==> src/common/amber_sys_consts.svh <==
`ifndef AMBER_SYS_CONSTS_SVH
`define AMBER_SYS_CONSTS_SVH

// Wishbone data and byte select widths
`define WB_DWIDTH           32
`define WB_SWIDTH           4

// Boot memory depth in words
`define BOOT_MEM_WORDS      256

// Address bits that pick a slave, and the region codes
`define SLAVE_REGION_MSB    31
`define SLAVE_REGION_LSB    24
`define BOOT_MEM_REGION     8'h00
`define TIMER_REGION        8'h13
`define IC_REGION           8'h14

// Timer register offsets
`define TM_LOAD             8'h00
`define TM_VALUE            8'h04
`define TM_CTRL             8'h08
`define TM_CLEAR            8'h0C

// Interrupt controller register offsets
`define IC_IRQ_STATUS       8'h00
`define IC_FIRQ_STATUS      8'h04
`define IC_RAW_STATUS       8'h08
`define IC_IRQ_EN_SET       8'h0C
`define IC_IRQ_EN_CLR       8'h10
`define IC_FIRQ_EN_SET      8'h14
`define IC_FIRQ_EN_CLR      8'h18
`define IC_SOFT_SET         8'h1C
`define IC_SOFT_CLR         8'h20

// Interrupt source bit positions
`define IRQ_SOFT_BIT        0
`define IRQ_TIMER_BIT       1
`define IRQ_EXT0_BIT        2
`define IRQ_EXT1_BIT        3
`define IRQ_SOURCES         4

`endif

==> src/common/amber_sys_pkg.sv <==
`include "amber_sys_consts.svh"

package amber_sys_pkg;

    // ------------------------------------------------------------
    // Wishbone bus fields
    // ------------------------------------------------------------

    // Byte address, the top byte picks the slave
    typedef logic [31:0]               wb_adr_t;

    // One data word on the bus
    typedef logic [`WB_DWIDTH-1:0]     wb_dat_t;

    // Byte lane selects
    typedef logic [`WB_SWIDTH-1:0]     wb_sel_t;

    // Decoded target of the current access
    typedef enum logic [1:0] {
        SLV_BOOT  = 2'd0,
        SLV_TIMER = 2'd1,
        SLV_IC    = 2'd2,
        SLV_NONE  = 2'd3
    } slave_sel_e;

    // ------------------------------------------------------------
    // Interrupts
    // ------------------------------------------------------------

    // One bit per source, positions from the IRQ_*_BIT defines
    typedef logic [`IRQ_SOURCES-1:0]   irq_src_t;

endpackage

==> src/source/wb_slave_decoder.sv <==
`timescale 1ns/1ps

`include "amber_sys_consts.svh"

module wb_slave_decoder (
    input  logic                    i_clk,
    input  logic                    i_rst_n,

    // From the master
    input  amber_sys_pkg::wb_adr_t  i_wb_adr,
    input  logic                    i_wb_cyc,
    input  logic                    i_wb_stb,

    // Per slave strobes
    output logic                    o_boot_stb,
    output logic                    o_timer_stb,
    output logic                    o_ic_stb,

    // Slave responses
    input  amber_sys_pkg::wb_dat_t  i_boot_dat,
    input  amber_sys_pkg::wb_dat_t  i_timer_dat,
    input  amber_sys_pkg::wb_dat_t  i_ic_dat,
    input  logic                    i_boot_ack,
    input  logic                    i_timer_ack,
    input  logic                    i_ic_ack,

    // Back to the master
    output amber_sys_pkg::wb_dat_t  o_wb_dat,
    output logic                    o_wb_ack,
    output logic                    o_wb_err
);

    import amber_sys_pkg::*;

    logic [`SLAVE_REGION_MSB-`SLAVE_REGION_LSB:0] region;
    slave_sel_e                                   slave_sel;
    logic                                         bus_req;
    logic                                         none_stb;
    logic                                         err_q;

    assign region  = i_wb_adr[`SLAVE_REGION_MSB:`SLAVE_REGION_LSB];
    assign bus_req = i_wb_cyc && i_wb_stb;

    always_comb begin
        case (region)
            `BOOT_MEM_REGION: slave_sel = SLV_BOOT;
            `TIMER_REGION:    slave_sel = SLV_TIMER;
            `IC_REGION:       slave_sel = SLV_IC;
            default:          slave_sel = SLV_NONE;
        endcase
    end

    // ------------------------------------------------------------
    // Strobe fan out
    // ------------------------------------------------------------
    assign o_boot_stb  = bus_req && (slave_sel == SLV_BOOT);
    assign o_timer_stb = bus_req && (slave_sel == SLV_TIMER);
    assign o_ic_stb    = bus_req && (slave_sel == SLV_IC);
    assign none_stb    = bus_req && (slave_sel == SLV_NONE);

    // Unmapped access answers like a slave, one pulse per transfer
    always_ff @(posedge i_clk or negedge i_rst_n) begin
        if (!i_rst_n) begin
            err_q <= 1'b0;
        end else begin
            err_q <= none_stb && !err_q;
        end
    end

    assign o_wb_err = err_q;

    // ------------------------------------------------------------
    // Response mux
    // ------------------------------------------------------------
    always_comb begin
        case (slave_sel)
            SLV_BOOT: begin
                o_wb_dat = i_boot_dat;
                o_wb_ack = i_boot_ack;
            end
            SLV_TIMER: begin
                o_wb_dat = i_timer_dat;
                o_wb_ack = i_timer_ack;
            end
            SLV_IC: begin
                o_wb_dat = i_ic_dat;
                o_wb_ack = i_ic_ack;
            end
            default: begin
                o_wb_dat = '0;
                o_wb_ack = 1'b0;
            end
        endcase
    end

endmodule

==> config.mk <==
export PLATFORM = sky130hd
export DESIGN_NAME = wb_slave_decoder
export DESIGN_NICKNAME = d
export VERILOG_FILES = /design/src/common/amber_sys_pkg.sv /design/src/source/wb_slave_decoder.sv
export VERILOG_INCLUDE_DIRS = /design/src /design/src/common
export SDC_FILE = /design/constraint.sdc
export NUM_CORES = 1
export LEC_CHECK = 0
export ABC_AREA = 1
export BUFFER_PORTS_ARGS = -buffer_cell sky130_fd_sc_hd__buf_2
export CAP_MARGIN = 20
export CORE_MARGIN = 4
export CORE_UTILIZATION = 28
export DETAILED_ROUTE_END_ITERATION = 16
export PLACE_DENSITY = 0.88
export SYNTH_ARGS = -nofsm -noshare
export SYNTH_HDL_FRONTEND = slang
export SYNTH_SLANG_ARGS = --single-unit
==> constraint.sdc <==
create_clock -name i_clk -period 1.1 [get_ports i_clk]
set_input_delay 0.165 -clock i_clk [delete_from_list [all_inputs] [get_ports i_clk]]
set_output_delay 0.165 -clock i_clk [all_outputs]
set_load 0.005 [all_outputs]
==> flow_summary.json <==
{
  "yosysTopAreaCellShare_pct": 39.61,
  "cp.required_ns": 0.94,
  "cp_max_fo": 8,
  "die_w_um": 68.83,
  "crit_cells": 9,
  "via_per_inst": 5.240,
  "endpoint_kind": "primary output",
  "grt_pass1_wl_mm": 7.231,
  "start_kind": "input pin",
  "powerDensity_nw_per_um2": 193.3,
  "grt_max_degree": 21,
  "max_stage_delay_ns": 0.16,
  "synth.yosys.warnings": 0,
  "hpwl_mm": 3.749,
  "gp_congestion": 0.7152,
  "grt_pass1_vias": 1745,
  "n_antenna_cell": 0,
  "path_clk_slew_ns": 0,
  "skew_ns": 0,
  "violations": "setup timing",
  "cap_violations": 0,
  "initial_core_util_pct": 30.10,
  "antenna_found_initial": 0,
  "coreArea_um2": 3442,
  "critPathBufInv": 4,
  "fin_cells": 387,
  "hold_class": "input pin to async pin",
  "grt_setup_unrepaired": "true",
  "num_vias": 2028,
  "final_core_utilization_pct": 77.72,
  "yosysTopAreaCell": "nand3_1",
  "synth_area_um2": 1036,
  "leakage_nw": 1.479,
  "max_freq_ghz": 0.7406,
  "max_slew.worst_pin.slew_ns": 0.1940,
  "synth.distinct_cells": 14,
  "crit_family": "buffers and inverters",
  "reg2regPathDepth": 2,
  "rrSetupSlack_ns": 0.30,
  "rows": 21,
  "r2r_start": "o_wb_err",
  "setup_viol": 37,
  "fin_crit_sh_pct": 122.8,
  "syn2layout_area_growth_pct": 158.2,
  "post-route-min-period_ns": 1.350,
  "nets": 478,
  "drtIter0Drc": 93,
  "wl_per_cell_um": 16.91,
  "ys_seq_area_share_pct": 2.415,
  "wl_mm": 6.546,
  "status": "complete, but fails checks",
  "gr-usage-all-layers_pct": 19.26,
  "max_slew_margin_pct": 87.03,
  "drive_gt1_share_pct": 82.70,
  "synth-seq-cells": 1,
  "synthesis.nets": 319,
  "r2r_end": "o_wb_err",
  "cp_slowest_cell": "clkbuf_16",
  "worst-setup-path-type": "input pin to primary output",
  "final_antenna_net_count": 0,
  "clk_latency_ns": 0,
  "crit_path_cell_trace": "buf_6, nor2_4, nand3_2, nor2_4, buf_12, clkbuf_16, nand2_1, nand3_1, buf_2",
  "fin_ws_ns": -0.2503,
  "ys_top_cells_by_area": "nand3_1 40%, nand3_2 19%, nand2_1 16%",
  "drv_slew": 0,
  "syn_inst": 184,
  "final_hold_viol_count": 0,
  "ir_worst_vdd_v": 0.0002142,
  "portBuffers": 147,
  "dpl.cell_count": 372,
  "largest_reg_flops": 1,
  "drt_drc_violations_left": 0,
  "dieArea_um2": 4737,
  "ioPinCount": 172,
  "cp.arrival_ns": 1.19,
  "grt_overflow": 0,
  "die-height_um": 68.83,
  "drtPass1Iterations": 4,
  "avgSynthCellArea_um2": 5.630,
  "cp_common_cell": "nor2_4"
}
cell usage in the layout (no fill, tap or decap), types with 3 or more instances in the layout:
cell and count:
nand3_2 63, buf_2 142, nand2_1 20, buf_16 4, buf_4 4, clkbuf_16 6
nand2_4 8, nand3_1 32, nor2_4 5, nand3_4 7, nor2_1 4, buf_12 10
nor2_2 3, inv_2 6, buf_6 5, nand2_2 16
kinds of logic after synthesis:
family        after synthesis  synth area share (%)
simple gates              159                 82.97
buf+inv                    24                 14.61
flops                       1                 2.415
metal layers:
metal | routed length [um] | share of wire, % | global-route usage [%] | vias to the layer above
met5 | 0 | 0 | 0 | -
met1 | 2352 | 36 | 20.81 | 964
met2 | 3576 | 55 | 39.81 | 101
li1 | - | - | - | 957
met4 | 68 | 1.0 | 3.163 | 0
met3 | 548 | 8.4 | 1.945 | 6
where the power goes:
| group | total, W | internal [W] | leakage [nW] | switching, W |
|---|---|---|---|---|
| clock network | 0 | 0 | 0 | 0 |
| logic | 0.000477 | 0.000252 | 1.47 | 0.000225 |
| registers | 0.0000403 | 0.0000395 | 0.0131 | 0.000000736 |
| total | 0.000517 | 0.000292 | 1.48 | 0.000225 |
layout make-up:
class / count / area, um^2
timing repair buffer: 173 / 1282
multi-input combinational: 159 / 1275
fill: 251 / 767.0
tap: 46 / 57.56
inverter: 8 / 35.03
sequential: 1 / 25.02
metrics by stage:
stage               hold slack, ns  setup TNS, ns  power [W]  worst slack (ns)  cell area, um^2
finish                      0.4907         -7.232  0.0005171           -0.2503             2675
global route                0.4947         -9.019  0.0005494           -0.2874             2675
CTS                         0.4856         -5.587  0.0004291           -0.1822             2142
detailed placement        -0.05856         -5.106  0.0003740           -0.2205             1891
global placement          -0.05811         -4.121  0.0003654           -0.1335             1891
floorplan                  -0.1306              0  0.0001349            0.1141             1036
worst register-to-register path: cells and delay by family (launching register included):
family / cells / cell delay [ns]
and+or+nand+nor: 2 / 0.38
DFF: 1 / 0.35
timing repair:
item	4_1_cts	5_1_grt
setup endpoints to repair	36	37
resized for setup	27	83
hold endpoints to repair	1	0
cloned	4	6
setup buffers	2	2
hold buffers	1	0
pin swaps	6	29
cells in the mapped netlist:
| library cell | instances |
|---|---|
| buf_2 | 7 |
| buf_4 | 6 |
| buf_6 | 1 |
| buf_8 | 2 |
| dfrtp_1 | 1 |
| inv_1 | 3 |
| inv_2 | 5 |
| nand2_1 | 43 |
| nand2_2 | 1 |
| nand3_1 | 82 |
| nand3_2 | 20 |
| nor2_1 | 8 |
| nor2_4 | 4 |
| or2_2 | 1 |
worst max-delay path by stage:
stage,endpoint,startpoint
3_5_place_dp,o_wb_dat[24],i_wb_adr[31]
5_1_grt,o_timer_stb,i_wb_adr[29]
2_1_floorplan,o_wb_ack,i_wb_adr[29]
4_1_cts,o_ic_stb,i_wb_adr[31]
6_report,o_wb_dat[29],i_wb_adr[26]
3_3_place_gp,o_wb_dat[12],i_wb_adr[31]
Power figures use the tool's default switching activity.
