--- src/common/amber_sys_consts.svh ---
`ifndef AMBER_SYS_CONSTS_SVH
`define AMBER_SYS_CONSTS_SVH

// Wishbone data and byte select widths
`define WB_DWIDTH           32
`define WB_SWIDTH           4

// Boot memory depth in words
`define BOOT_MEM_WORDS      256

// Address bits that pick a slave, and the region codes
`define SLAVE_REGION_MSB    31
`define SLAVE_REGION_LSB    24
`define BOOT_MEM_REGION     8'h00
`define TIMER_REGION        8'h13
`define IC_REGION           8'h14

// Timer register offsets
`define TM_LOAD             8'h00
`define TM_VALUE            8'h04
`define TM_CTRL             8'h08
`define TM_CLEAR            8'h0C

// Interrupt controller register offsets
`define IC_IRQ_STATUS       8'h00
`define IC_FIRQ_STATUS      8'h04
`define IC_RAW_STATUS       8'h08
`define IC_IRQ_EN_SET       8'h0C
`define IC_IRQ_EN_CLR       8'h10
`define IC_FIRQ_EN_SET      8'h14
`define IC_FIRQ_EN_CLR      8'h18
`define IC_SOFT_SET         8'h1C
`define IC_SOFT_CLR         8'h20

// Interrupt source bit positions
`define IRQ_SOFT_BIT        0
`define IRQ_TIMER_BIT       1
`define IRQ_EXT0_BIT        2
`define IRQ_EXT1_BIT        3
`define IRQ_SOURCES         4

`endif

--- src/common/amber_sys_pkg.sv ---
`include "amber_sys_consts.svh"

package amber_sys_pkg;

    // ------------------------------------------------------------
    // Wishbone bus fields
    // ------------------------------------------------------------

    // Byte address, the top byte picks the slave
    typedef logic [31:0]               wb_adr_t;

    // One data word on the bus
    typedef logic [`WB_DWIDTH-1:0]     wb_dat_t;

    // Byte lane selects
    typedef logic [`WB_SWIDTH-1:0]     wb_sel_t;

    // Decoded target of the current access
    typedef enum logic [1:0] {
        SLV_BOOT  = 2'd0,
        SLV_TIMER = 2'd1,
        SLV_IC    = 2'd2,
        SLV_NONE  = 2'd3
    } slave_sel_e;

    // ------------------------------------------------------------
    // Interrupts
    // ------------------------------------------------------------

    // One bit per source, positions from the IRQ_*_BIT defines
    typedef logic [`IRQ_SOURCES-1:0]   irq_src_t;

endpackage

--- src/source/interrupt_controller.sv ---
`timescale 1ns/1ps

`include "amber_sys_consts.svh"

module interrupt_controller (
    input  logic                    i_clk,
    input  logic                    i_rst_n,
    input  amber_sys_pkg::wb_adr_t  i_wb_adr,
    input  logic                    i_wb_we,
    input  logic                    i_wb_stb,
    input  amber_sys_pkg::wb_dat_t  i_wb_dat,
    input  logic                    i_timer_int,
    input  logic [1:0]              i_ext_irq,
    output amber_sys_pkg::wb_dat_t  o_wb_dat,
    output logic                    o_wb_ack,
    output logic                    o_irq,
    output logic                    o_firq
);

    import amber_sys_pkg::*;

    irq_src_t   raw_status;
    irq_src_t   irq_status;
    irq_src_t   firq_status;
    irq_src_t   irq_en_q;
    irq_src_t   firq_en_q;
    irq_src_t   wr_bits;
    logic       soft_q;
    logic       wb_start;
    logic       wb_wr;
    logic [7:0] reg_ofs;

    assign reg_ofs  = i_wb_adr[7:0];
    assign wb_start = i_wb_stb && !o_wb_ack;
    assign wb_wr    = wb_start && i_wb_we;
    assign wr_bits  = i_wb_dat[`IRQ_SOURCES-1:0];

    always_comb begin
        raw_status                 = '0;
        raw_status[`IRQ_SOFT_BIT]  = soft_q;
        raw_status[`IRQ_TIMER_BIT] = i_timer_int;
        raw_status[`IRQ_EXT0_BIT]  = i_ext_irq[0];
        raw_status[`IRQ_EXT1_BIT]  = i_ext_irq[1];
    end

    assign irq_status  = raw_status & irq_en_q;
    assign firq_status = raw_status & firq_en_q;

    // ------------------------------------------------------------
    // Enable masks and soft interrupt, set and clear by 1 bits
    // ------------------------------------------------------------
    always_ff @(posedge i_clk or negedge i_rst_n) begin
        if (!i_rst_n) begin
            o_wb_ack  <= 1'b0;
            irq_en_q  <= '0;
            firq_en_q <= '0;
            soft_q    <= 1'b0;
            o_irq     <= 1'b0;
            o_firq    <= 1'b0;
        end else begin
            o_wb_ack <= wb_start;
            if (wb_wr) begin
                case (reg_ofs)
                    `IC_IRQ_EN_SET:  irq_en_q  <= irq_en_q | wr_bits;
                    `IC_IRQ_EN_CLR:  irq_en_q  <= irq_en_q & ~wr_bits;
                    `IC_FIRQ_EN_SET: firq_en_q <= firq_en_q | wr_bits;
                    `IC_FIRQ_EN_CLR: firq_en_q <= firq_en_q & ~wr_bits;
                    `IC_SOFT_SET:    soft_q    <= soft_q | wr_bits[`IRQ_SOFT_BIT];
                    `IC_SOFT_CLR:    soft_q    <= soft_q & ~wr_bits[`IRQ_SOFT_BIT];
                    default:         soft_q    <= soft_q;
                endcase
            end
            // Core pins trail the masked status by one cycle
            o_irq  <= |irq_status;
            o_firq <= |firq_status;
        end
    end

    // Status reads, set and clear offsets read as zero
    always_ff @(posedge i_clk) begin
        if (wb_start && !i_wb_we) begin
            case (reg_ofs)
                `IC_IRQ_STATUS:  o_wb_dat <= wb_dat_t'(irq_status);
                `IC_FIRQ_STATUS: o_wb_dat <= wb_dat_t'(firq_status);
                `IC_RAW_STATUS:  o_wb_dat <= wb_dat_t'(raw_status);
                default:         o_wb_dat <= '0;
            endcase
        end
    end

endmodule

--- config.mk ---
export PLATFORM = sky130hd
export DESIGN_NAME = interrupt_controller
export DESIGN_NICKNAME = d
export VERILOG_FILES = /design/src/common/amber_sys_pkg.sv /design/src/source/interrupt_controller.sv
export VERILOG_INCLUDE_DIRS = /design/src /design/src/common
export SDC_FILE = /design/constraint.sdc
export NUM_CORES = 1
export LEC_CHECK = 0
export BUFFER_PORTS_ARGS = -buffer_cell sky130_fd_sc_hd__buf_2
export CAP_MARGIN = 20
export CORE_AREA = 2 2 56 69
export DETAILED_ROUTE_END_ITERATION = 10
export DIE_AREA = 0 0 58 71
export GPL_TIMING_DRIVEN = 0
export PLACE_DENSITY_LB_ADDON = 0.3
export SLEW_MARGIN = 20
export SYNTH_ARGS = -nofsm -noshare
export SYNTH_HDL_FRONTEND = slang
export SYNTH_SLANG_ARGS = --single-unit
--- constraint.sdc ---
create_clock -name i_clk -period 1.3 [get_ports i_clk]
set_clock_uncertainty 0.1 [all_clocks]
set_input_delay 0.065 -clock i_clk [delete_from_list [all_inputs] [get_ports i_clk]]
set_output_delay 0.065 -clock i_clk [all_outputs]
set_load 0.01 [all_outputs]
==> impl_metrics.csv <==
group,metric,value,unit
placement,gp_congestion,0.777,
flow_run,max-cap-violations,0,
placement,port_buffers,25,
placement,place_ws,-0.446,ns
worst_hold_path,hold_path.class,"in -> reg",
global_routing,grt_max_degree,13,
cts,cts_tree,"built",
pwr,power_density,752,mW/mm^2
cts,cts_buffer_depth,2,
worst_setup_path,end_kind,"register",
pwr,p_leak,0.787,nW
cts,cts_num_sinks,16,
drt,drt_first_pass_iters,4,
cells_and_area,n_antenna_cell,0,
yosys,synth.avg_cell_area,9.62,um^2
cells_and_area,layoutNonFillerInstCount,215,
cts,clk_pin_slew,0.06,ns
floorplan,core_area,0.00348,mm^2
cells_and_area,post_route_cells_drive_above_1_share,44.3,%
drt,via_per_inst,4.40,
timing,rsz0062_at_grt,"true",
timing,finalHoldViolCount,0,
yosys,postSynthCellCount,111,
cells_and_area,stdcell_area,0.00158,mm^2
yosys,synth_area,0.00107,mm^2
worst_setup_path,start_kind,"register",
floorplan,rows,24,
status,outcome,"finished with violations",
floorplan,die_w,58,um
timing,tightest_slew,0.590,ns
worst_setup_path,cp_data_required_time,1.33,ns
yosys,synth.ff_latch_count,16,
yosys,yosys_warnings,0,
global_routing,grt_use_total,11.9,%
global_routing,overflow,0,
cts,htreeDepth,1,
timing,fin_hold_ws,0.0285,ns
pwr,peakVddDrop,0.589,mV
status,violations,"setup timing",
drt,drt_iter0_markers,12,
timing,setup_tns,-1.76,ns
floorplan,die_h,71,um
placement,dp_cells,202,
drt,wl_per_cell,11.6,um
cts,cts_inserted_buffers,3,
pwr,p_total,1.19,mW
yosys,synth_ff_type,"dfrtp_1",
global_routing,antenna_found_initial,0,
floorplan,start_util,30.6,%
cts,clk_latency,0.25,ns
floorplan,dieArea,0.00412,mm^2
timing,fin_ws,-0.236,ns
worst_setup_path,crit_path_max_fanout,4,
yosys,synth_edf_count,4,
yosys,yosysUniqueCellTypes,30,
timing,finalSetupViolations,13,
global_routing,grt_pass1_vias,885,
timing,slew_headroom,60.6,%
floorplan,io_pins,106,
yosys,ys_seq_area_share,39.4,%
drt,vias,947,
timing,slew_viol_final,0,
cts,cts_root_buf,"clkbuf_8",
placement,post_dp_cell_area,0.00135,mm^2
cells_and_area,nets,248,
timing,fmax,651,MHz
drt,routed_wl,2500,um
worst_setup_path,crit_arrival,1.57,ns
cells_and_area,final_util,45.4,%
yosys,synthArstFlopShare,75.0,%
drt,drc_errors,0,
cells_and_area,area_growth,48.3,%
timing,fin_crit_sh,118,%
global_routing,grt_pass1_wl,3860,um
drt,final_antenna_net_count,0,
placement,hpwl,1890,um
timing,final.min_clock_period,1.54,ns
worst_setup_path,worstSetupPathType,"reg -> reg",
-- cell type report --
cell class	instances	area, um^2
Fill cell	348	1900
Timing Repair Buffer	34	210
Sequential cell	16	420
Buffer	31	233
Clock buffer	3	41.3
Clock inverter	1	3.75
Multi-Input combinational cell	90	622
Inverter	1	3.75
Tap cell	39	48.8
-- path summary, 6_finish.rpt --
kind	from	endpoint	slack, ns	cells past startpoint
setup / recovery	o_wb_ack$_DFF_PN0_	register	-0.24	4
hold / removal	i_wb_stb	o_wb_ack$_DFF_PN0_	0.03	2
setup reg to reg	o_wb_ack$_DFF_PN0_	register	-0.24	4
hold reg to reg	register	o_irq$_DFF_PN0_	0.44	2
max in group asynchronous	i_rst_n	o_irq$_DFF_PN0_	0.76	2
min in group asynchronous	i_rst_n	async pin	0.12	2
-- timing repair --
| item | CTS | global route |
|---|---|---|
| endpoints found under the hold margin | 17 | 0 |
| setup buffers | 1 | 1 |
| hold buffers | 7 | 0 |
| endpoints found under the setup margin | 14 | 17 |
| pin swaps | 4 | 1 |
| resized for setup | 8 | 13 |
-- metal layers --
metal | share of wire (%) | GRT usage [%] | vias to the layer above | wire, um
li1 | - | - | 476 | -
met1 | 41 | 14.1 | 426 | 1030
met2 | 52 | 21.6 | 43 | 1300
met3 | 6.6 | 1.83 | 2 | 165
met4 | 0.28 | 3.88 | 0 | 7
met5 | 0 | 0 | - | 0
-- Yosys cell counts (2+ instances only) --
master    count  area share [%]
a21oi_1       4             1.9
a22oi_1       4             2.8
a31oi_1       4             2.3
a41oi_1       3             2.5
and3_1        6             3.5
buf_4        28              20
clkbuf_1      3             1.1
dfrtp_1      12              28
edfxtp_1      4              11
mux2_1        3             3.2
nand2_1      10             3.5
nand3b_1      2             1.4
nor2_1        4             1.4
nor2b_1       3             1.8
nor3_1        2            0.94
nor4b_1       2             1.6
o21ai_1       4             1.9
-- power by group --
part / switching [mW] / total, mW / internal (mW)
Clock: 0.165 / 0.374 / 0.209
Sequential: 0.0123 / 0.544 / 0.532
Combinational: 0.141 / 0.272 / 0.132
Total: 0.318 / 1.19 / 0.873
-- worst max-delay path, stage by stage (launching register included) --
cell	delay [ns]
dfrtp_1	0.42
nand3b_1	0.21
a2111oi_4	0.26
nand2_1	0.12
mux2_4	0.30
-- layout by cell type (no fill, tap or decap), types with 2 or more instances in the layout --
cell           count
mux2_4             3
a21oi_2            4
conb_1            28
and3_1             5
o21ai_1            4
clkbuf_8           3
dfrtp_1           12
nand2_1           10
nor2_1             4
clkbuf_1           2
a31oi_1            3
nand3b_1           2
buf_2             25
nor2b_1            2
a22oi_1            4
a41oi_2            3
buf_4             30
dlygate4sd3_1      7
edfxtp_1           4
-- cell families after synthesis --
group,after synthesis,synth area share (%)
AO/OA/AOI/OAI,23,16.5
AND/OR/NAND/NOR,35,18.6
buffers and inverters,32,21.1
other,1,0.351
XOR/XNOR,1,0.821
flip-flops,16,39.4
multiplexers,3,3.17
No activity file was read; power rests on OpenSTA's default activity.
