## config.mk

```make
export PLATFORM = sky130hd
export DESIGN_NAME = timer_module
export DESIGN_NICKNAME = d
export VERILOG_FILES = /design/src/common/amber_sys_pkg.sv /design/src/timer/timer_module.sv
export VERILOG_INCLUDE_DIRS = /design/src /design/src/common
export SDC_FILE = /design/constraint.sdc
export NUM_CORES = 1
export LEC_CHECK = 0
export ABC_AREA = 1
export BUFFER_PORTS_ARGS = -buffer_cell sky130_fd_sc_hd__buf_2
export CORE_MARGIN = 2
export CORE_UTILIZATION = 56
export DETAILED_ROUTE_END_ITERATION = 12
export PLACE_DENSITY = 0.81
export SYNTH_ARGS = -nofsm -noshare
export SYNTH_HDL_FRONTEND = slang
export SYNTH_SLANG_ARGS = --single-unit
```

## constraint.sdc

```tcl
create_clock -name i_clk -period 4.2 [get_ports i_clk]
set_input_delay 0.21 -clock i_clk [delete_from_list [all_inputs] [get_ports i_clk]]
set_output_delay 0.21 -clock i_clk [all_outputs]
set_load 0.02 [all_outputs]
```

## src/common/amber_sys_consts.svh

```systemverilog
`ifndef AMBER_SYS_CONSTS_SVH
`define AMBER_SYS_CONSTS_SVH

// Wishbone data and byte select widths
`define WB_DWIDTH           32
`define WB_SWIDTH           4

// Boot memory depth in words
`define BOOT_MEM_WORDS      256

// Address bits that pick a slave, and the region codes
`define SLAVE_REGION_MSB    31
`define SLAVE_REGION_LSB    24
`define BOOT_MEM_REGION     8'h00
`define TIMER_REGION        8'h13
`define IC_REGION           8'h14

// Timer register offsets
`define TM_LOAD             8'h00
`define TM_VALUE            8'h04
`define TM_CTRL             8'h08
`define TM_CLEAR            8'h0C

// Interrupt controller register offsets
`define IC_IRQ_STATUS       8'h00
`define IC_FIRQ_STATUS      8'h04
`define IC_RAW_STATUS       8'h08
`define IC_IRQ_EN_SET       8'h0C
`define IC_IRQ_EN_CLR       8'h10
`define IC_FIRQ_EN_SET      8'h14
`define IC_FIRQ_EN_CLR      8'h18
`define IC_SOFT_SET         8'h1C
`define IC_SOFT_CLR         8'h20

// Interrupt source bit positions
`define IRQ_SOFT_BIT        0
`define IRQ_TIMER_BIT       1
`define IRQ_EXT0_BIT        2
`define IRQ_EXT1_BIT        3
`define IRQ_SOURCES         4

`endif

```

## src/common/amber_sys_pkg.sv

```systemverilog
`include "amber_sys_consts.svh"

package amber_sys_pkg;

    // ------------------------------------------------------------
    // Wishbone bus fields
    // ------------------------------------------------------------

    // Byte address, the top byte picks the slave
    typedef logic [31:0]               wb_adr_t;

    // One data word on the bus
    typedef logic [`WB_DWIDTH-1:0]     wb_dat_t;

    // Byte lane selects
    typedef logic [`WB_SWIDTH-1:0]     wb_sel_t;

    // Decoded target of the current access
    typedef enum logic [1:0] {
        SLV_BOOT  = 2'd0,
        SLV_TIMER = 2'd1,
        SLV_IC    = 2'd2,
        SLV_NONE  = 2'd3
    } slave_sel_e;

    // ------------------------------------------------------------
    // Interrupts
    // ------------------------------------------------------------

    // One bit per source, positions from the IRQ_*_BIT defines
    typedef logic [`IRQ_SOURCES-1:0]   irq_src_t;

endpackage

```

## src/timer/timer_module.sv

```systemverilog
`timescale 1ns/1ps

`include "amber_sys_consts.svh"

module timer_module (
    input  logic                    i_clk,
    input  logic                    i_rst_n,
    input  amber_sys_pkg::wb_adr_t  i_wb_adr,
    input  logic                    i_wb_we,
    input  logic                    i_wb_stb,
    input  amber_sys_pkg::wb_dat_t  i_wb_dat,
    output amber_sys_pkg::wb_dat_t  o_wb_dat,
    output logic                    o_wb_ack,
    output logic                    o_timer_int
);

    import amber_sys_pkg::*;

    wb_dat_t    load_q;
    wb_dat_t    value_q;
    logic       en_q;
    logic       pending_q;
    logic       wb_start;
    logic       wb_wr;
    logic       ctrl_start;
    logic [7:0] reg_ofs;

    assign reg_ofs    = i_wb_adr[7:0];
    assign wb_start   = i_wb_stb && !o_wb_ack;
    assign wb_wr      = wb_start && i_wb_we;

    // Enabling write restarts the count from the load value
    assign ctrl_start = wb_wr && (reg_ofs == `TM_CTRL) && i_wb_dat[0];

    always_ff @(posedge i_clk or negedge i_rst_n) begin
        if (!i_rst_n) begin
            o_wb_ack <= 1'b0;
        end else begin
            o_wb_ack <= wb_start;
        end
    end

    // ------------------------------------------------------------
    // Registers and countdown
    // ------------------------------------------------------------
    always_ff @(posedge i_clk or negedge i_rst_n) begin
        if (!i_rst_n) begin
            load_q    <= '0;
            value_q   <= '0;
            en_q      <= 1'b0;
            pending_q <= 1'b0;
        end else begin
            if (wb_wr && (reg_ofs == `TM_LOAD)) begin
                load_q <= i_wb_dat;
            end
            if (wb_wr && (reg_ofs == `TM_CTRL)) begin
                en_q <= i_wb_dat[0];
            end

            if (ctrl_start) begin
                value_q <= load_q;
            end else if (en_q) begin
                // Zero reached, reload on the following edge
                if (value_q == '0) begin
                    value_q <= load_q;
                end else begin
                    value_q <= value_q - 1'b1;
                end
            end

            // A fresh expiry wins over a clear in the same cycle
            if (en_q && (value_q == '0)) begin
                pending_q <= 1'b1;
            end else if (wb_wr && (reg_ofs == `TM_CLEAR)) begin
                pending_q <= 1'b0;
            end
        end
    end

    assign o_timer_int = pending_q;

    // Read data
    always_ff @(posedge i_clk) begin
        if (wb_start && !i_wb_we) begin
            case (reg_ofs)
                `TM_LOAD:  o_wb_dat <= load_q;
                `TM_VALUE: o_wb_dat <= value_q;
                `TM_CTRL:  o_wb_dat <= wb_dat_t'(en_q);
                default:   o_wb_dat <= '0;
            endcase
        end
    end

endmodule

```

==> results.json, run 1 <==
{
  "cts_tree": "done",
  "fin_nets": 825,
  "drtPass1Iterations": 5,
  "cts.repair.resized": 0,
  "reg2reg_to": "value_q[14]",
  "finalCriticalPeriod_ps": 2850,
  "final-hold-violation-count": 0,
  "drcViolationCount": 0,
  "yosys_warnings": 0,
  "synth_edf_count": 32,
  "cts_root_buffer": "clkbuf_8",
  "clockBufferDepth": 2,
  "slowest_stage": "nand2_1",
  "port_buffers": 77,
  "r2r_start": "value_q[9]",
  "p_clk_frac": 0.222,
  "grt_pass1_wl_mm": 22.7,
  "grt_busiest_layer": "met2",
  "finalPower_mw": 2.69,
  "wire_per_inst_um": 16.1,
  "cp.arrival_ps": 3120,
  "ant_nets": 0,
  "min_to": "load_q[20]",
  "cap_viol_max_count": 0,
  "fp.dieH_um": 101,
  "grt_overflow": 0,
  "drive_gt1_frac": 0.145,
  "crit_fanout": 24,
  "core_mm2": 0.00915,
  "grtUsageMet3": 0.0444,
  "yosys-top-cells-count": "187 x nand2_1, 107 x nor2_1, 84 x inv_1",
  "grt_max_degree": 65,
  "num_rows": 35,
  "crit_path_start_kind": "flip-flop",
  "synth.distinct_cells": 26,
  "drv_slew": 0,
  "setup-tns-final_ps": 0,
  "yosysTopAreaCellShare": 0.320,
  "worst_slew_pin_slew_ps": 1110,
  "dpl_cell_area_mm2": 0.00566,
  "nFillCells": 860,
  "vias": 4811,
  "crit_path_frequent_cell": "nand2_1",
  "powerDensity_mw_per_mm2": 459,
  "leakage_nw": 2.90,
  "finalSetupViolations": 0,
  "yosysTopAreaCell": "dfrtp_1",
  "use_met2": 0.484,
  "place_congestion": 0.929,
  "regArea_mm2": 0.00264,
  "start_util": 0.572,
  "ys_seq_area_frac": 0.504,
  "ys_ff_latch": 99,
  "hold_start": "i_wb_dat[20]",
  "seqPwrFrac": 0.510,
  "htree_num_levels": 3,
  "dieArea_mm2": 0.0101,
  "grtUsageMet1": 0.391,
  "vdd_ir_drop_max_mv": 0.249,
  "internal_power_mw": 1.65,
  "skew_ps": 17.5,
  "synthCells": 686,
  "postSynth.asyncResetShare": 0.677,
  "crit_chain": "nor2_2, nand2_1, nor2_1, nand3_1, nand2_1, buf_4, o21ai_0, nand2_1, nand2_1",
  "pwr-share-comb": 0.267,
  "first_iter_violations": 292,
  "cts_buffers": 9,
  "sw_frac_of_total": 0.387,
  "cts.sink_count": 99,
  "critPathRequiredTime_ps": 4480,
  "dp_hpwl_mm": 9.66,
  "maxSlewHeadroom": 0.259,
  "antenna_found_initial": 0,
  "routed_wirelength_mm": 14.0,
  "synth_nets": 756,
  "fmax_mhz": 351,
  "r2r_slack_ps": 1350,
  "avgSynthCellArea_um2": 7.63,
  "hold_class": "in2reg",
  "r2r_cells": 9,
  "path_class": "reg2reg",
  "multiInputGateArea_mm2": 0.00214,
  "clk_pin_slew_ps": 110,
  "area_growth_pct": 11.8,
  "syn_area_mm2": 0.00524,
  "synthTopCellsByArea": "dfrtp_1 32%, edfxtp_1 18%, nand2_1 13%",
  "n_antenna_cell": 0,
  "yosysMostFrequentCell": "nand2_1",
  "synth_top_flop_cell": "dfrtp_1",
  "switchingPower_mw": 1.04,
  "avgViaCountPerCell": 5.52,
  "rsz0062_at_grt": "false",
  "holdPathStages": 3,
  "grt_usage": 0.289,
  "crit_path_end_kind": "flip-flop",
  "design_area_mm2": 0.00585,
  "critPathMaxStageDelay_ps": 640,
  "clock_latency_ps": 380,
  "die_w_um": 101,
  "period_share": 0.678,
  "outcome": "completed",
  "grt_pass1_vias": 4625,
  "pin_count": 102
}
worst max-delay path, delay by kind of cell, from the launching register on:
kind                   cells  cell delay (ps)
buffers and inverters      1              380
and+or+nand+nor            7             1780
DFF                        1              460
AOI/OAI and AO/OA          1              120
routing by layer:
| metal | share of wire | wire (um) | up-vias |
|---|---|---|---|
| met5 | 0 | 0 | - |
| met4 | 0.014 | 200 | 0 |
| met3 | 0.056 | 780 | 22 |
| met2 | 0.48 | 6760 | 181 |
| met1 | 0.45 | 6310 | 2259 |
| li1 | - | - | 2349 |
layout by cell type, fill, tap and decap left out, drive strengths merged, types with 17 or more instances in the layout:
cell / Yosys / routed
nand2: 188 / 188
o22ai: 31 / 31
edfxtp: 32 / 32
a21oi: 41 / 41
dfrtp: 67 / 67
nor2: 112 / 112
o21ai: 17 / 17
buf: 12 / 83
nand3: 65 / 65
inv: 85 / 90
metrics by stage:
| step | instances | util | setup WS [ps] | hold slack, ps |
|---|---|---|---|---|
| 6_report | 871 | 0.640 | 1350 | 69.0 |
| 3_5_place_dp | 854 | 0.619 | 1430 | 351 |
| 5_1_grt | 871 | 0.640 | 1090 | 60.4 |
| 4_1_cts | 871 | 0.640 | 1410 | 67.7 |
| 2_1_floorplan | 686 | - | 985 | -85.6 |
| 3_3_place_gp | 854 | 0.619 | 1450 | 348 |
power groups by stage:
stage | combinational, mW | sequential, mW | clock (mW)
after CTS | 0.715 | 1.37 | 0.606
after global routing | 0.829 | 1.40 | 0.635
after detailed placement | 0.707 | 1.38 | 0
final | 0.719 | 1.37 | 0.598
after floorplan | 0.531 | 1.34 | 0
after global placement | 0.680 | 1.38 | 0
logic make-up after synthesis:
logic type / after synthesis / share of synthesized area
fa+ha+maj: 2 / 0.00478
flops: 99 / 0.504
compound gates: 91 / 0.0951
xor+xnor: 5 / 0.00836
simple gates: 378 / 0.299
buf+inv: 111 / 0.0894
sequential cells by signal, indices dropped and copies added, names as in the netlist:
signal,cells
en_q,1
load_q,32
o_timer_int,1
o_wb_ack,1
o_wb_dat,32
value_q,32
layout make-up:
type / instances / share of cell area
inverter: 85 / 0.0545
multi-input combinational: 476 / 0.365
sequential: 99 / 0.451
timing repair buffer: 84 / 0.0752
tap: 111 / 0.0237
clock inverter: 7 / 0.00962
clock buffer: 9 / 0.0212
worst max path at each step:
stage,start,endpoint,slack [ps],cells after the start
after floorplan,o_wb_ack,o_wb_dat[0],980,1
after detailed placement,value_q[9],value_q[14],1430,9
after global routing,value_q[9],value_q[8],1090,9
final,value_q[9],value_q[14],1350,9
after global placement,value_q[9],value_q[21],1450,9
after CTS,value_q[9],value_q[14],1410,9
what timing repair did:
action,4_1_cts,5_1_grt
hold buffers,1,0
endpoints found under the hold margin,32,0
buffers inserted,0,0
Note: power is estimated with default switching activity, not from simulation.
==> run 2, diff against run 1 <==
--- a/config.mk
+++ b/config.mk
@@ -6,12 +6,12 @@
 export SDC_FILE = /design/constraint.sdc
 export NUM_CORES = 1
 export LEC_CHECK = 0
-export ABC_AREA = 1
+export ABC_AREA = 0
 export BUFFER_PORTS_ARGS = -buffer_cell sky130_fd_sc_hd__buf_2
 export CORE_MARGIN = 2
-export CORE_UTILIZATION = 56
+export CORE_UTILIZATION = 55
 export DETAILED_ROUTE_END_ITERATION = 12
-export PLACE_DENSITY = 0.81
+export PLACE_DENSITY = 0.8
 export SYNTH_ARGS = -nofsm -noshare
 export SYNTH_HDL_FRONTEND = slang
 export SYNTH_SLANG_ARGS = --single-unit
==> constraint.sdc (replaced) <==
create_clock -name i_clk -period 2.7 [get_ports i_clk]
set_input_delay 0.135 -clock i_clk [delete_from_list [all_inputs] [get_ports i_clk]]
set_output_delay 0.135 -clock i_clk [all_outputs]
set_load 0.02 [all_outputs]
==> run 2 against run 1 <==
Compared with the run above:
- register-to-register slack lost 1200 ps
- first-iteration DRC count grew 12%
- area after synthesis shrank 6.5%
- global-route usage grew 0.38 points
- final cell count shrank 20%
- total power grew 12%
- worst hold slack lost 66 ps
- synthesized cell count shrank 34%
- clock-buffer cell count grew 1
- critical path type unchanged
- largest power group unchanged
==> results.json, run 2 <==
{
  "outcome": "completed",
  "vias": 4374,
  "yosysTopAreaCellShare": 0.343,
  "dp_hpwl_mm": 9.81,
  "cts_buffers": 9,
  "n_antenna_cell": 0,
  "syn_area_mm2": 0.00489,
  "r2r_cells": 9,
  "skew_ps": 12.0,
  "pin_count": 102,
  "post-cts-setup-buffer-count": 0,
  "rsz0062_at_grt": "false",
  "ys_seq_area_frac": 0.539,
  "synth_top_flop_cell": "dfrtp_1",
  "grt_max_degree": 38,
  "synth_nets": 526,
  "first_iter_violations": 327,
  "die_w_um": 98.3,
  "cts_root_buffer": "clkbuf_8",
  "drtPass1Iterations": 5,
  "grt_pass1_wl_mm": 22.3,
  "post-route-util": 0.699,
  "avgSynthCellArea_um2": 10.7,
  "fin_nets": 653,
  "routed-wl-met2_mm": 6.77,
  "vdd_ir_drop_max_mv": 0.402,
  "top_regs": "load_q: 32 flops, o_wb_dat: 32 flops, value_q: 32 flops",
  "hold_class": "in2reg",
  "num_rows": 34,
  "grt_overflow": 0,
  "cts_tree": "done",
  "highest_layer": "met4",
  "htree_num_levels": 3,
  "finalSetupViolations": 0,
  "fp.dieH_um": 98.3,
  "design_area_mm2": 0.00606,
  "cpLargestDelayFamily": "simple AND/OR/NAND/NOR gates",
  "reg2reg_to": "value_q[26]",
  "core_mm2": 0.00868,
  "cp.arrival_ps": 2790,
  "grt_pass1_vias": 4225,
  "synth_edf_count": 32,
  "clk_pin_slew_ps": 100,
  "clock_latency_ps": 370,
  "path_class": "reg2reg",
  "path_buf_inv": 2,
  "place_congestion": 0.998,
  "setup-tns-final_ps": 0,
  "period_share": 0.934,
  "finalCriticalPeriod_ps": 2520,
  "wire_per_inst_um": 19.9,
  "crit_path_start_kind": "flip-flop",
  "cts.sink_count": 99,
  "clockBufferDepth": 2,
  "dr_wl_met3_um": 911,
  "synthCells": 456,
  "yosysTopAreaCell": "dfrtp_1",
  "antenna_found_initial": 0,
  "wl_met1_mm": 5.89,
  "finalPower_mw": 3.01,
  "yosys_warnings": 0,
  "final-hold-violation-count": 0,
  "holdWs_ps": 2.71,
  "r2r_start": "value_q[0]",
  "grt_usage": 0.293,
  "crit_path_end_kind": "flip-flop",
  "crit_chain": "inv_1, ha_1, nor4b_1, nand3_1, buf_4, nor2_1, a22oi_1, o21a_1, nand2b_1",
  "crit_fanout": 6,
  "drv_slew": 0,
  "critPathMaxStageDelay_ps": 420,
  "powerDensity_mw_per_mm2": 497,
  "maxSlewHeadroom": 0.499,
  "yosysMostFrequentCell": "dfrtp_1",
  "area_growth_pct": 23.9,
  "critPathRequiredTime_ps": 2970,
  "avgViaCountPerCell": 6.28,
  "fmax_mhz": 396,
  "worst_slew_pin_slew_ps": 752,
  "synth.distinct_cells": 57,
  "cap_viol_max_count": 0,
  "synthTopCellsByArea": "dfrtp_1 34%, edfxtp_1 20%, mux2_2 7.1%",
  "dieArea_mm2": 0.00967,
  "slowest_stage": "dfrtp_1",
  "drive_gt1_frac": 0.301,
  "ys_ff_latch": 99,
  "postSynth.asyncResetShare": 0.677,
  "holdPathStages": 2,
  "final_cell_mix": "77 x buf_2, 67 x dfrtp_1, 38 x buf_4",
  "leakage_nw": 2.59,
  "start_util": 0.564,
  "port_buffers": 77,
  "min_to": "load_q[22]",
  "yosys-top-cells-count": "67 x dfrtp_1, 34 x a21oi_1, 34 x nor2_1",
  "final_common_cell": "buf_2",
  "r2r_slack_ps": 180,
  "routed_wirelength_mm": 13.8,
  "drcViolationCount": 0,
  "ant_nets": 0,
  "hold_start": "i_wb_dat[22]",
  "dpl_cell_area_mm2": 0.00563
}
[run 2: kinds of logic after synthesis]
kind of cell / after synthesis / share of synthesized area
compound gates: 129 / 0.176
xor+xnor: 1 / 0.00179
fa+ha+maj: 2 / 0.00511
buf+inv: 31 / 0.0286
flops: 99 / 0.539
mux: 34 / 0.0777
simple gates: 160 / 0.172
[run 2: where the power goes]
part           internal (mW)  leakage (nW)  switching (mW)
logic                  0.188          1.33           0.238
registers               1.61          1.16          0.0654
clock network          0.371        0.0978           0.541
total                   2.17          2.59           0.845
[run 2: per-layer routing]
metal,GRT usage,vias to the layer above
met5,0,-
met4,0.0854,0
met3,0.0401,25
met2,0.485,205
met1,0.407,2136
li1,-,2008
[run 2: worst reg2reg max path, cell delays in order (launching register included)]
cell and delay, ps:
dfrtp_1 420, inv_1 120, ha_1 250, nor4b_1 420, nand3_1 160, buf_4 210, nor2_1 360, a22oi_1 160
o21a_1 190, nand2b_1 130
[run 2: layout make-up]
type,instances,area (um2)
tap,108,135
inverter,6,22.5
clock inverter,6,45.0
timing repair buffer,141,941
multi-input combinational,326,2140
fill,661,2620
sequential,99,2640
clock buffer,10,138
[run 2: worst max path at each step]
stage | start | to | slack (ps) | cells past startpoint
2_1_floorplan | value_q[6] | value_q[17] | 160 | 8
3_3_place_gp | value_q[7] | value_q[31] | 260 | 8
3_5_place_dp | value_q[0] | value_q[22] | 240 | 8
4_1_cts | value_q[0] | value_q[22] | 210 | 8
5_1_grt | value_q[0] | value_q[22] | 40 | 8
6_report | value_q[0] | value_q[26] | 180 | 9
[run 2: timing repair]
action                    4_1_cts  5_1_grt
gates resized for setup         0        0
hold buffers                   25        0
hold endpoints to repair       54        0
[run 2: metrics by stage]
stage	instances	setup slack [ps]
after detailed placement	655	240
after CTS	696	205
after floorplan	456	159
final	696	178
after global routing	696	35.8
after global placement	655	255
==> run 3, diff against run 2 <==
--- a/config.mk
+++ b/config.mk
@@ -11,7 +11,8 @@
 export CORE_MARGIN = 2
 export CORE_UTILIZATION = 55
 export DETAILED_ROUTE_END_ITERATION = 12
-export PLACE_DENSITY = 0.8
+export GPL_ROUTABILITY_DRIVEN = 0
+export PLACE_DENSITY_LB_ADDON = 0.1
 export SYNTH_ARGS = -nofsm -noshare
 export SYNTH_HDL_FRONTEND = slang
 export SYNTH_SLANG_ARGS = --single-unit
==> constraint.sdc (replaced) <==
create_clock -name i_clk -period 2.8 [get_ports i_clk]
set_input_delay 0.14 -clock i_clk [delete_from_list [all_inputs] [get_ports i_clk]]
set_output_delay 0.14 -clock i_clk [all_outputs]
set_load 0.02 [all_outputs]
==> run 3 against run 2 <==
Compared with the run above:
- sequential power is 3% lower
- flip-flop and latch count stayed put
- setup slack better by 23 ps
- non-clock buffer count is 6 lower
- wire length is 7.1% lower
- combinational power is 9.2% lower
- utilization is 0.14 points lower
==> results.json, run 3 (synthesis results as in run 2) <==
{
  "outcome": "completed",
  "final_cell_mix": "77 x buf_2, 67 x dfrtp_1, 34 x nor2_1, 34 x a21oi_1, 32 x edfxtp_1",
  "vdd_ir_drop_max_mv": 0.330,
  "cp.arrival_ps": 2870,
  "fmax_mhz": 385,
  "leakage_nw": 2.56,
  "grt_overflow": 0,
  "seqPwrFrac": 0.546,
  "grt_pass1_vias": 4353,
  "pin_count": 102,
  "htree_num_levels": 3,
  "dp_hpwl_mm": 9.00,
  "cts_tree": "done",
  "antenna_found_initial": 0,
  "vias": 4298,
  "hold_class": "in2reg",
  "die_w_um": 98.3,
  "routed_wirelength_mm": 12.9,
  "internal_power_mw": 2.17,
  "finalCriticalPeriod_ps": 2600,
  "sw_frac_of_total": 0.270,
  "n_antenna_cell": 0,
  "cap_viol_max_count": 0,
  "powerDensity_mw_per_mm2": 492,
  "num_rows": 34,
  "ant_nets": 0,
  "drv_slew": 0,
  "finalSetupViolations": 0,
  "area_growth_pct": 23.6,
  "clockBufferDepth": 2,
  "grt_max_degree": 35,
  "dieArea_mm2": 0.00967,
  "switchingPower_uw": 803,
  "grt_pass1_wl_mm": 21.6,
  "crit_fanout": 7,
  "critPathRequiredTime_ps": 3070,
  "final-hold-violation-count": 0,
  "core_mm2": 0.00868,
  "drive_gt1_frac": 0.289,
  "fin_nets": 647,
  "start_util": 0.564,
  "nFillCells": 681,
  "path_class": "reg2reg",
  "grt_usage": 0.280,
  "drtPass1Iterations": 6,
  "placedCellCount": 646,
  "cts.sink_count": 99,
  "wire_per_inst_um": 18.6,
  "pwr-share-comb": 0.130,
  "first_iter_violations": 435,
  "worst_slew_pin_slew_ps": 830,
  "post-cts-setup-buffer-count": 0,
  "port_buffers": 77,
  "period_share": 0.928,
  "crit_path_start_kind": "flip-flop",
  "crit_path_end_kind": "flip-flop",
  "p_clk_frac": 0.324,
  "post-route-util": 0.697,
  "stdcell_count": 690,
  "cts_buffers": 9,
  "clk_pin_slew_ps": 100,
  "fp.dieH_um": 98.3,
  "cts_root_buffer": "clkbuf_8",
  "final_common_cell": "buf_2",
  "maxSlewHeadroom": 0.447,
  "setup-tns-final_ps": 0,
  "top_regs": "load_q: 32 flops, o_wb_dat: 32 flops, value_q: 32 flops",
  "drcViolationCount": 0,
  "avgViaCountPerCell": 6.23,
  "rsz0062_at_grt": "false",
  "clock_latency_ps": 380,
  "skew_ps": 14.1
}
[run 3: changes by cell type in the layout (fill, tap and decap cells not counted)]
cell,delta
inv_6,-1
buf_4,-9
clkinv_2,-1
clkinv_4,+1
dlygate4sd3_1,+3
bufinv_16,+1
[run 3: metrics by stage]
| stage | power (mW) | cell area (um2) | setup slack [ps] | hold slack, ps |
|---|---|---|---|---|
| after global routing | 3.09 | 6050 | 47.6 | 3.45 |
| after CTS | 2.99 | 6040 | 246 | 0.0263 |
| final | 2.97 | 6050 | 201 | 1.09 |
| after detailed placement | 2.00 | 5560 | 269 | 278 |
| after floorplan | 1.84 | 4890 | 259 | -156 |
| after global placement | 1.98 | 5560 | 296 | 267 |
[run 3: area by class of cell]
cell class	instances	area [um2]	area share
repair buffers	135	903	0.149
inverters	6	22.5	0.00372
multi-input cells	326	2140	0.354
well taps	108	135	0.0223
clock buffers	10	138	0.0227
clock inverters	6	70.1	0.0116
flip-flops and latches	99	2640	0.436
[run 3: final timing paths]
check	slack, ps	from	cells after the start	end
hold reg to reg	460	o_wb_ack	1	o_wb_ack
min in group asynchronous	390	i_rst_n	2	o_wb_ack
setup reg to reg	200	value_q[6]	7	value_q[25]
hold / removal	1	i_wb_dat[31]	2	load_q[31]
max in group asynchronous	1730	i_rst_n	3	load_q[30]
setup / recovery	200	value_q[6]	7	value_q[25]
[run 3: timing repair]
action / CTS / global route
resized for setup: 0 / 0
hold buffers: 27 / 1
endpoints found under the hold margin: 59 / 1
endpoints found under the setup margin: 0 / 0
[run 3: power by group through the flow]
stage,Clock (mW),Combinational [mW],Sequential (mW)
floorplan,0,0.197,1.64
global placement,0,0.337,1.65
detailed placement,0,0.349,1.65
CTS,0.988,0.381,1.62
global route,1.03,0.428,1.63
finish,0.965,0.387,1.62
[run 3: worst max-delay path: stages (launching register included)]
cell and delay [ps]:
dfrtp_1 460, or4_1 560, or4_1 590, buf_4 190, nor2_1 300, a21oi_1 120
o211ai_1 170, nand3_1 90
[run 3: layer usage]
layer,wire length [um],global-route usage,vias to the layer above
met2,6300,0.462,214
met5,0,0,-
met3,1070,0.0587,25
li1,-,-,1989
met1,5230,0.373,2070
met4,263,0.0927,0
